===== config.mk =====
export PLATFORM = sky130hd
export DESIGN_NAME = fpu_rnd_top
export DESIGN_NICKNAME = d
export VERILOG_FILES = /design/src/hdl/fpu_rnd_pkg.sv /design/src/hdl/fpu_rnd_align.sv /design/src/hdl/fpu_rnd_round.sv /design/src/hdl/fpu_rnd_format.sv /design/src/hdl/fpu_rnd_pipe_ctrl.sv /design/src/hdl/fpu_rnd_top.sv
export SDC_FILE = /design/constraint.sdc
export NUM_CORES = 1
export LEC_CHECK = 0
export BUFFER_PORTS_ARGS = -buffer_cell sky130_fd_sc_hd__buf_4
export CORE_UTILIZATION = 45
export CTS_BUF_LIST = sky130_fd_sc_hd__clkbuf_8 sky130_fd_sc_hd__clkbuf_16
export CTS_CLUSTER_SIZE = 20
export DETAILED_ROUTE_END_ITERATION = 16
export PLACE_DENSITY = 0.62
export SLEW_MARGIN = 10
export SYNTH_ARGS = -nofsm -noshare
export SYNTH_HDL_FRONTEND = slang
export SYNTH_HIERARCHICAL = 1
export SYNTH_SLANG_ARGS = --single-unit

===== constraint.sdc =====
create_clock -name cpu_clk -period 9.7 [get_ports cpu_clk]
set_clock_uncertainty 0.05 [all_clocks]
set_input_delay 0 -clock cpu_clk [delete_from_list [all_inputs] [get_ports cpu_clk]]
set_output_delay 0 -clock cpu_clk [all_outputs]
set_load 0.01 [all_outputs]

===== src/hdl/fpu_rnd_pkg.sv =====
`default_nettype none

package fpu_rnd_pkg;

  ////////////////////
  // widths
  ////////////////////

  // fraction from the sources: headroom, 24-bit significand, round, sticky
  localparam int FRACT_W = 27;
  // significand as carried between stages, with carry headroom
  localparam int SIG_W   = FRACT_W - 2;
  // working exponent, room above 254 for overflow
  localparam int EXP_W   = 10;
  localparam int FLAG_W  = 5;

  typedef logic [FRACT_W-1:0] fract_t;
  typedef logic [EXP_W-1:0]   exp_t;
  typedef logic [4:0]         shamt_t;
  typedef logic [31:0]        sp_word_t;

  ////////////////////
  // format constants
  ////////////////////

  // largest finite biased exponent
  localparam exp_t        EXP_MAX_S = 10'd254;
  // infinity magnitude, sign excluded
  localparam logic [30:0] INF_S     = 31'h7f80_0000;

  ////////////////////
  // types
  ////////////////////

  typedef enum logic [1:0] {
    RM_NEAREST = 2'd0,
    RM_TO_ZERO = 2'd1,
    RM_TO_INFP = 2'd2,
    RM_TO_INFM = 2'd3
  } rnd_mode_t;

  // one request from the adder or the multiplier
  typedef struct packed {
    logic   sign;
    // exact zero from a subtraction
    logic   sub_zero;
    shamt_t shr;
    shamt_t shl;
    exp_t   exp_shr;
    exp_t   exp_shl;
    exp_t   exp_sh0;
    fract_t fract;
  } rnd_req_t;

  typedef struct packed {
    logic ine;
    logic ovf;
    logic inf;
    logic unf;
    logic zer;
  } rnd_flags_t;

  // write-back port took the result or not
  typedef enum logic {
    WB_LIVE = 1'b0,
    WB_MISS = 1'b1
  } wb_state_t;

  // item between stages
  typedef struct packed {
    logic             sign;
    exp_t             exp;
    logic [SIG_W-1:0] fract;
    logic             round;
    logic             sticky;
    logic             lost;
  } stage_t;

endpackage

`default_nettype wire


===== src/hdl/fpu_rnd_align.sv =====
`timescale 1ns/1ps
`default_nettype none

module fpu_rnd_align import fpu_rnd_pkg::*; (
  input  wire            cpu_clk,
  input  wire            add_rdy_i,
  input  wire rnd_req_t  add_req_i,
  input  wire            mul_rdy_i,
  input  wire rnd_req_t  mul_req_i,
  input  wire rnd_mode_t rnd_mode_i,
  input  wire            s0_adv_i,
  input  wire            s1_adv_i,
  output stage_t         s1_o
);

  ////////////////////
  // stage 0: source mux
  ////////////////////

  rnd_req_t s0_req;
  logic     s0_sign_sel;
  exp_t     s0_exp_sel;

  // at most one source is ready, so and-or is enough
  assign s0_req = ({$bits(rnd_req_t){add_rdy_i}} & add_req_i) |
                  ({$bits(rnd_req_t){mul_rdy_i}} & mul_req_i);

  // exact zero difference: minus only when rounding down
  assign s0_sign_sel = s0_req.sub_zero ? (rnd_mode_i == RM_TO_INFM) : s0_req.sign;

  // exponent follows the shift direction
  assign s0_exp_sel = (|s0_req.shr) ? s0_req.exp_shr :
                      (|s0_req.shl) ? s0_req.exp_shl :
                                      s0_req.exp_sh0;

  logic   s0_sign;
  shamt_t s0_shr;
  shamt_t s0_shl;
  exp_t   s0_exp;
  fract_t s0_fract;

  always_ff @(posedge cpu_clk) begin
    if (s0_adv_i) begin
      s0_sign  <= s0_sign_sel;
      s0_shr   <= s0_req.shr;
      s0_shl   <= s0_req.shl;
      s0_exp   <= s0_exp_sel;
      s0_fract <= s0_req.fract;
    end
  end

  ////////////////////
  // stage 1: align
  ////////////////////

  fract_t             shr_val;
  fract_t             shl_val;
  fract_t             sh_val;
  logic [FRACT_W-1:0] out_mask;
  logic               s1_is_shr;
  logic               s1_sticky;
  stage_t             s1_next;

  assign shr_val   = s0_fract >> s0_shr;
  assign shl_val   = s0_fract << s0_shl;
  assign s1_is_shr = |s0_shr;
  assign sh_val    = s1_is_shr ? shr_val : shl_val;

  // bits that fall off the bottom on a right shift
  assign out_mask = ~({FRACT_W{1'b1}} << s0_shr);

  // left shift fills with zeros, so sticky survives only at shl == 0
  assign s1_sticky = s1_is_shr ? ((|(s0_fract & out_mask)) | shr_val[0]) : shl_val[0];

  always_comb begin
    s1_next.sign   = s0_sign;
    s1_next.exp    = s0_exp;
    s1_next.fract  = sh_val[FRACT_W-1:2];
    s1_next.round  = sh_val[1];
    s1_next.sticky = s1_sticky;
    s1_next.lost   = sh_val[1] | s1_sticky;
  end

  always_ff @(posedge cpu_clk) begin
    if (s1_adv_i) begin
      s1_o <= s1_next;
    end
  end

endmodule

`default_nettype wire


===== src/hdl/fpu_rnd_round.sv =====
`timescale 1ns/1ps
`default_nettype none

module fpu_rnd_round import fpu_rnd_pkg::*; (
  input  wire            cpu_clk,
  input  wire stage_t    s1_i,
  input  wire rnd_mode_t rnd_mode_i,
  input  wire            s2_adv_i,
  input  wire            s3_adv_i,
  output stage_t         s3_o,
  output logic           s3_ovf_o,
  output logic           s3_denorm_o
);

  ////////////////////
  // stage 2: round
  ////////////////////

  logic   rnd_up;
  stage_t s2_next;
  stage_t s2_q;

  always_comb begin
    case (rnd_mode_i)
      // ties go to even
      RM_NEAREST: rnd_up = s1_i.round & (s1_i.sticky | s1_i.fract[0]);
      RM_TO_ZERO: rnd_up = 1'b0;
      RM_TO_INFP: rnd_up = ~s1_i.sign & s1_i.lost;
      RM_TO_INFM: rnd_up = s1_i.sign & s1_i.lost;
      default:    rnd_up = 1'b0;
    endcase
  end

  always_comb begin
    s2_next       = s1_i;
    // may carry into the headroom bit
    s2_next.fract = s1_i.fract + {{(SIG_W-1){1'b0}}, rnd_up};
  end

  always_ff @(posedge cpu_clk) begin
    if (s2_adv_i) begin
      s2_q <= s2_next;
    end
  end

  ////////////////////
  // stage 3: renormalize
  ////////////////////

  logic   rnd_carry;
  stage_t s3_next;
  logic   s3_ovf_next;
  logic   s3_denorm_next;

  assign rnd_carry = s2_q.fract[SIG_W-1];

  always_comb begin
    s3_next       = s2_q;
    // carry out of rounding: one step right, exponent up
    s3_next.fract = rnd_carry ? (s2_q.fract >> 1) : s2_q.fract;
    s3_next.exp   = s2_q.exp + {{(EXP_W-1){1'b0}}, rnd_carry};
  end

  assign s3_ovf_next    = s3_next.exp > EXP_MAX_S;
  // hidden bit clear, so denormal or zero
  assign s3_denorm_next = ~s3_next.fract[SIG_W-2];

  always_ff @(posedge cpu_clk) begin
    if (s3_adv_i) begin
      s3_o        <= s3_next;
      s3_ovf_o    <= s3_ovf_next;
      s3_denorm_o <= s3_denorm_next;
    end
  end

endmodule

`default_nettype wire


===== src/hdl/fpu_rnd_format.sv =====
`timescale 1ns/1ps
`default_nettype none

module fpu_rnd_format import fpu_rnd_pkg::*; (
  input  wire stage_t     s3_i,
  input  wire             s3_ovf_i,
  input  wire             s3_denorm_i,
  input  wire rnd_flags_t flag_mask_i,
  output sp_word_t        res_o,
  output rnd_flags_t      flags_o
);

  ////////////////////
  // result packing
  ////////////////////

  logic [22:0] frac23;
  logic        frac_zero;

  // drop the hidden bit
  assign frac23    = s3_i.fract[22:0];
  assign frac_zero = ~(|frac23);

  always_comb begin
    if (s3_ovf_i) begin
      // past the largest finite value
      res_o = {s3_i.sign, INF_S};
    end else if (s3_denorm_i) begin
      // denormal keeps a zero exponent field
      res_o = {s3_i.sign, 8'd0, frac23};
    end else begin
      res_o = {s3_i.sign, s3_i.exp[7:0], frac23};
    end
  end

  ////////////////////
  // flags
  ////////////////////

  rnd_flags_t flags_raw;

  always_comb begin
    // overflow is always inexact
    flags_raw.ine = s3_i.lost | s3_ovf_i;
    flags_raw.ovf = s3_ovf_i;
    flags_raw.inf = s3_ovf_i;
    // tiny and inexact
    flags_raw.unf = s3_denorm_i & s3_i.lost;
    flags_raw.zer = s3_denorm_i & frac_zero;
  end

  // masked per flag
  assign flags_o = flags_raw & flag_mask_i;

endmodule

`default_nettype wire


===== src/hdl/fpu_rnd_pipe_ctrl.sv =====
`timescale 1ns/1ps
`default_nettype none

module fpu_rnd_pipe_ctrl import fpu_rnd_pkg::*; (
  input  wire             cpu_clk,
  input  wire             reset_i,
  input  wire             pipeline_flush_i,
  input  wire             add_rdy_i,
  input  wire             mul_rdy_i,
  input  wire             padv_wrbk_i,
  input  wire             grant_wrbk_i,
  input  wire             except_enable_i,
  input  wire sp_word_t   res_i,
  input  wire rnd_flags_t flags_i,
  output logic            rnd_taking_add_o,
  output logic            rnd_taking_mul_o,
  output logic            s0_adv_o,
  output logic            s1_adv_o,
  output logic            s2_adv_o,
  output logic            s3_adv_o,
  output logic            rnd_valid_o,
  output logic            exec_except_o,
  output sp_word_t        wrbk_res_o,
  output rnd_flags_t      wrbk_flags_o,
  output logic            wrbk_flags_we_o,
  output logic            wrbk_except_o
);

  ////////////////////
  // busy chain, advance
  ////////////////////

  logic      s0_rdy, s1_rdy, s2_rdy, s3_rdy;
  logic      s0_busy, s1_busy, s2_busy, s3_busy;
  wb_state_t wb_state;
  logic      wb_have;
  logic      wb_go;

  // stage 3 stalls only while the pending buffer is full
  assign s3_busy = s3_rdy & (wb_state == WB_MISS);
  assign s2_busy = s2_rdy & s3_busy;
  assign s1_busy = s1_rdy & s2_busy;
  assign s0_busy = s0_rdy & s1_busy;

  assign s0_adv_o = (add_rdy_i | mul_rdy_i) & ~s0_busy;
  assign s1_adv_o = s0_rdy & ~s1_busy;
  assign s2_adv_o = s1_rdy & ~s2_busy;
  assign s3_adv_o = s2_rdy & ~s3_busy;

  assign rnd_taking_add_o = add_rdy_i & ~s0_busy;
  assign rnd_taking_mul_o = mul_rdy_i & ~s0_busy;

  // a result sits in stage 3 or in the pending buffer
  assign wb_have = s3_rdy | (wb_state == WB_MISS);
  assign wb_go   = padv_wrbk_i & grant_wrbk_i & wb_have;

  always_ff @(posedge cpu_clk) begin
    if (reset_i | pipeline_flush_i) begin
      s0_rdy <= 1'b0;
      s1_rdy <= 1'b0;
      s2_rdy <= 1'b0;
      s3_rdy <= 1'b0;
    end else begin
      // filled on own advance, emptied on the next one
      if (s0_adv_o) s0_rdy <= 1'b1;
      else if (s1_adv_o) s0_rdy <= 1'b0;
      if (s1_adv_o) s1_rdy <= 1'b1;
      else if (s2_adv_o) s1_rdy <= 1'b0;
      if (s2_adv_o) s2_rdy <= 1'b1;
      else if (s3_adv_o) s2_rdy <= 1'b0;
      // live item leaves either to write-back or to pending
      if (s3_adv_o) s3_rdy <= 1'b1;
      else if (wb_state == WB_LIVE) s3_rdy <= 1'b0;
    end
  end

  ////////////////////
  // write-back miss FSM
  ////////////////////

  always_ff @(posedge cpu_clk) begin
    if (reset_i | pipeline_flush_i) begin
      wb_state <= WB_LIVE;
    end else begin
      case (wb_state)
        WB_LIVE: if (s3_rdy & ~wb_go) wb_state <= WB_MISS;
        WB_MISS: if (wb_go) wb_state <= WB_LIVE;
        default: wb_state <= WB_LIVE;
      endcase
    end
  end

  always_ff @(posedge cpu_clk) begin
    if (reset_i | pipeline_flush_i) begin
      rnd_valid_o <= 1'b0;
    end else if (s3_adv_o) begin
      rnd_valid_o <= 1'b1;
    end else if (wb_go) begin
      // pending went out, a stage 3 item may still wait
      rnd_valid_o <= (wb_state == WB_MISS) & s3_rdy;
    end
  end

  // pending buffer tracks the live result until a miss
  sp_word_t   pend_res;
  rnd_flags_t pend_flags;

  always_ff @(posedge cpu_clk) begin
    if (wb_state == WB_LIVE) begin
      pend_res   <= res_i;
      pend_flags <= flags_i;
    end
  end

  ////////////////////
  // write-back outputs
  ////////////////////

  sp_word_t   wb_res_mux;
  rnd_flags_t wb_flags_mux;
  logic       wb_except_mux;

  assign wb_res_mux    = (wb_state == WB_MISS) ? pend_res : res_i;
  assign wb_flags_mux  = (wb_state == WB_MISS) ? pend_flags : flags_i;
  assign wb_except_mux = except_enable_i & (|wb_flags_mux);
  assign exec_except_o = grant_wrbk_i & wb_except_mux;

  always_ff @(posedge cpu_clk) begin
    if (padv_wrbk_i) begin
      wrbk_res_o <= wb_go ? wb_res_mux : '0;
    end
  end

  // flags and strobes last one cycle
  always_ff @(posedge cpu_clk) begin
    if (reset_i | pipeline_flush_i | ~wb_go) begin
      wrbk_flags_o    <= rnd_flags_t'({FLAG_W{1'b0}});
      wrbk_flags_we_o <= 1'b0;
      wrbk_except_o   <= 1'b0;
    end else begin
      wrbk_flags_o    <= wb_flags_mux;
      wrbk_flags_we_o <= 1'b1;
      wrbk_except_o   <= wb_except_mux;
    end
  end

endmodule

`default_nettype wire


===== src/hdl/fpu_rnd_top.sv =====
`timescale 1ns/1ps
`default_nettype none

module fpu_rnd_top import fpu_rnd_pkg::*; (
  input  wire             cpu_clk,
  input  wire             reset_i,
  input  wire             pipeline_flush_i,
  input  wire             add_rdy_i,
  input  wire rnd_req_t   add_req_i,
  input  wire             mul_rdy_i,
  input  wire rnd_req_t   mul_req_i,
  input  wire rnd_mode_t  rnd_mode_i,
  input  wire rnd_flags_t flag_mask_i,
  input  wire             except_enable_i,
  input  wire             padv_wrbk_i,
  input  wire             grant_wrbk_i,
  output logic            rnd_taking_add_o,
  output logic            rnd_taking_mul_o,
  output logic            rnd_valid_o,
  output logic            exec_except_o,
  output sp_word_t        wrbk_res_o,
  output rnd_flags_t      wrbk_flags_o,
  output logic            wrbk_flags_we_o,
  output logic            wrbk_except_o
);

  // advance strobes
  logic       s0_adv, s1_adv, s2_adv, s3_adv;
  // datapath between stages
  stage_t     s1;
  stage_t     s3;
  logic       s3_ovf;
  logic       s3_denorm;
  // formatted live result
  sp_word_t   fmt_res;
  rnd_flags_t fmt_flags;

  ////////////////////
  // datapath
  ////////////////////

  fpu_rnd_align fpu_rnd_align_i (
    .cpu_clk    (cpu_clk),
    .add_rdy_i  (add_rdy_i),
    .add_req_i  (add_req_i),
    .mul_rdy_i  (mul_rdy_i),
    .mul_req_i  (mul_req_i),
    .rnd_mode_i (rnd_mode_i),
    .s0_adv_i   (s0_adv),
    .s1_adv_i   (s1_adv),
    .s1_o       (s1)
  );

  fpu_rnd_round fpu_rnd_round_i (
    .cpu_clk     (cpu_clk),
    .s1_i        (s1),
    .rnd_mode_i  (rnd_mode_i),
    .s2_adv_i    (s2_adv),
    .s3_adv_i    (s3_adv),
    .s3_o        (s3),
    .s3_ovf_o    (s3_ovf),
    .s3_denorm_o (s3_denorm)
  );

  fpu_rnd_format fpu_rnd_format_i (
    .s3_i        (s3),
    .s3_ovf_i    (s3_ovf),
    .s3_denorm_i (s3_denorm),
    .flag_mask_i (flag_mask_i),
    .res_o       (fmt_res),
    .flags_o     (fmt_flags)
  );

  ////////////////////
  // control
  ////////////////////

  fpu_rnd_pipe_ctrl fpu_rnd_pipe_ctrl_i (
    .cpu_clk          (cpu_clk),
    .reset_i          (reset_i),
    .pipeline_flush_i (pipeline_flush_i),
    .add_rdy_i        (add_rdy_i),
    .mul_rdy_i        (mul_rdy_i),
    .padv_wrbk_i      (padv_wrbk_i),
    .grant_wrbk_i     (grant_wrbk_i),
    .except_enable_i  (except_enable_i),
    .res_i            (fmt_res),
    .flags_i          (fmt_flags),
    .rnd_taking_add_o (rnd_taking_add_o),
    .rnd_taking_mul_o (rnd_taking_mul_o),
    .s0_adv_o         (s0_adv),
    .s1_adv_o         (s1_adv),
    .s2_adv_o         (s2_adv),
    .s3_adv_o         (s3_adv),
    .rnd_valid_o      (rnd_valid_o),
    .exec_except_o    (exec_except_o),
    .wrbk_res_o       (wrbk_res_o),
    .wrbk_flags_o     (wrbk_flags_o),
    .wrbk_flags_we_o  (wrbk_flags_we_o),
    .wrbk_except_o    (wrbk_except_o)
  );

endmodule

`default_nettype wire


==> out/results.tsv <==
stage	metric	value	unit
status	status	finished clean	
cts	cts repair resizes	0	
grt	largest net degree at the start of global routing	54	
power	maximum VDD drop	0.124	mV
job	Max-cap violations	0	
detailed_routing	total number of vias	9649	
timing	Final Hold Fails	0	
worst_hold_path	worst hold start	add_req_i[49]	
cts	Clock Sinks	241	
die	Die Wd	172	µm
worst_setup_path	WP data required	9940	ps
cts	CTS Buf Count	27	
cts	H-tree depth	1	
finish	# nets final	1498	
grt	total gr overflow	0	
cts	CTS tree	done	
worst_setup_path	CP Max Fanout	20	
placed_design	DP Worst Slack	6800	ps
worst_setup_path	Critical-path top delay cell	dlygate4sd3_1	
power	pwr dens	159	mW/mm²
cts	Longest Clk Path Bufs	3	
timing	pins over their slew limit	0	
power	P_leak	0.00639	µW
placed_design	# placed instances	1570	
placed_design	HPWL Detailed	23.2	mm
cts	Clock Tree Root	clkbuf_16	
cts	insertion delay to the later sink of the worst-skew pair	560	ps
timing	crit share post-route	32.6	%
worst_setup_path	launch point of the worst path	mul_req_i[59]	
detailed_routing	wirelength, routed	33.5	mm
die	Die Y	172	µm
worst_setup_path	reg2reg start	fpu_rnd_align_i/s0_shr[1]	
timing	minimum clock period	3160	ps
grt	vias in the first global route	9581	
worst_setup_path	CP delay by family, top	buffers and inverters	
timing	Least-Margin Pin Slew	1260	ps
synth	Yosys warnings	6	
timing	Hold WS	40.4	ps
synth	Gate Count Post-Synth	1058	
finish	final core occ	59.8	%
finish	Layout Cells excl Fill	1739	
cts	CTS clk-pin slew, worst paths	60	ps
detailed_routing	WL per Instance	19.3	µm
worst_hold_path	worst hold path type	input port to flop	
placed_design	IO Port Bufs	195	
timing	final setup TNS	0	ps
die	die area	0.0295	mm²
worst_setup_path	Critical Path, Cell by Cell	dlygate4sd3_1 > buf_4 > a22o_1 > nor3_1 > nor3b_2 > buf_4 > mux2i_1 > a21oi_1 > dlygate4sd3_1 > a22o_1 > dlygate4sd3_1	
detailed_routing	TritonRoute pass-1 iters	5	
die	Ports	196	
grt	initial antenna violation count	0	
grt	gr usage total	22.8	%
finish	area delta synth->final	29.3	%
worst_setup_path	cell mode on critical path	dlygate4sd3_1	
die	row cnt	61	
finish	most frequent cells in the layout	buf_4 (211), edfxtp_1 (191), dlygate4sd3_1 (120)	
timing	Fmax	316	MHz
detailed_routing	Via density	5.55	
finish	commonest non-fill, non-tap cell in the layout	buf_4	
placed_design	GP Congestion	0.947	
worst_setup_path	Setup crit start kind	input port	
worst_setup_path	Arr. time, crit path	3410	ps
worst_setup_path	largest stage delay on the critical path	570	ps
finish	# diodes	0	
finish	layout cell share with drive strength beyond 1	28.8	%
timing	setup ws final	6540	ps
die	Initial Util	46.2	%
synth	Mapped Area	0.0130	mm²
worst_setup_path	Critical Path End Type	flop	
timing	RSZ-0062 raised after global routing	false	
timing	Final Setup Violations	0	
worst_setup_path	WS Path Type	input port to flop	
detailed_routing	antenna-violating nets left	0	
worst_setup_path	CP bufs+invs	5	
detailed_routing	Residual DRC	0	
synth	Post-Syn Nets	1215	
detailed_routing	DRT iter0 DRCs	860	
timing	Slew HR	15.8	%
synth	average size of a mapped cell	12.3	µm²
die	Core Region	0.0281	mm²
grt	first-pass GRT wire length	52.2	mm
[sequential cells by signal (all words and copies together) (netlist names), 5 cells and up]
signal / count
fpu_rnd_align_i/s1_o: 39
fpu_rnd_align_i/s0_shl: 5
fpu_rnd_align_i/s0_shr: 5
fpu_rnd_pipe_ctrl_i/wrbk_res_o: 32
fpu_rnd_pipe_ctrl_i/pend_res: 32
fpu_rnd_align_i/s0_fract: 27
fpu_rnd_pipe_ctrl_i/wrbk_flags_o: 5
fpu_rnd_pipe_ctrl_i/pend_flags: 5
fpu_rnd_round_i/s2_q: 36
fpu_rnd_round_i/s3_o: 33
fpu_rnd_align_i/s0_exp: 10
[where the power goes]
part | internal (µW) | switching [µW] | total, µW
clock | 586 | 417 | 1000
combinational | 233 | 230 | 463
sequential | 1160 | 44.3 | 1200
total | 1980 | 692 | 2670
[cell type report]
type	instances	area (µm²)
clock buffer	30	717
clock inverter	19	164
fill	2295	11300
inverter	11	41.3
multi-input combinational	729	5870
sequential	241	6740
tap	378	473
timing repair buffer	331	2790
[worst reg2reg max path, cell delays in order, from the launching register on]
cell and delay (ps):
edfxtp_1 320, buf_4 540, mux4_2 660, a32o_1 270, o41ai_1 520, and3_1 260
nand3b_1 90
[metal layers]
| metal | vias to the layer above | global-route usage, % | share of wire [%] |
|---|---|---|---|
| li1 | 4623 | - | - |
| met1 | 4569 | 28.1 | 41 |
| met2 | 363 | 39.5 | 49 |
| met3 | 94 | 3.59 | 5.7 |
| met4 | 0 | 10.1 | 4.2 |
| met5 | - | 0 | 0 |
[path summary, 6_finish.rpt]
path	cells past startpoint	to	slack, ps
hold reg to reg	0	fpu_rnd_align_i/s1_o[38]	360
setup reg to reg	6	fpu_rnd_align_i/s1_o[0]	6730
hold / removal	4	fpu_rnd_align_i/s0_exp[2]	40
setup / recovery	11	fpu_rnd_align_i/s0_exp[3]	6540
[per-stage QoR]
step | total power [µW] | area [µm²]
2_1_floorplan | 1480 | 13000
3_3_place_gp | 1640 | 14700
3_5_place_dp | 1630 | 14700
4_1_cts | 2690 | 16800
5_1_grt | 2770 | 16800
6_report | 2670 | 16800
[what timing repair did]
action,in CTS,in global routing
setup buffers,0,0
hold buffers,120,0
endpoints found under the hold margin,99,0
No activity file was read; power rests on OpenSTA's default activity.
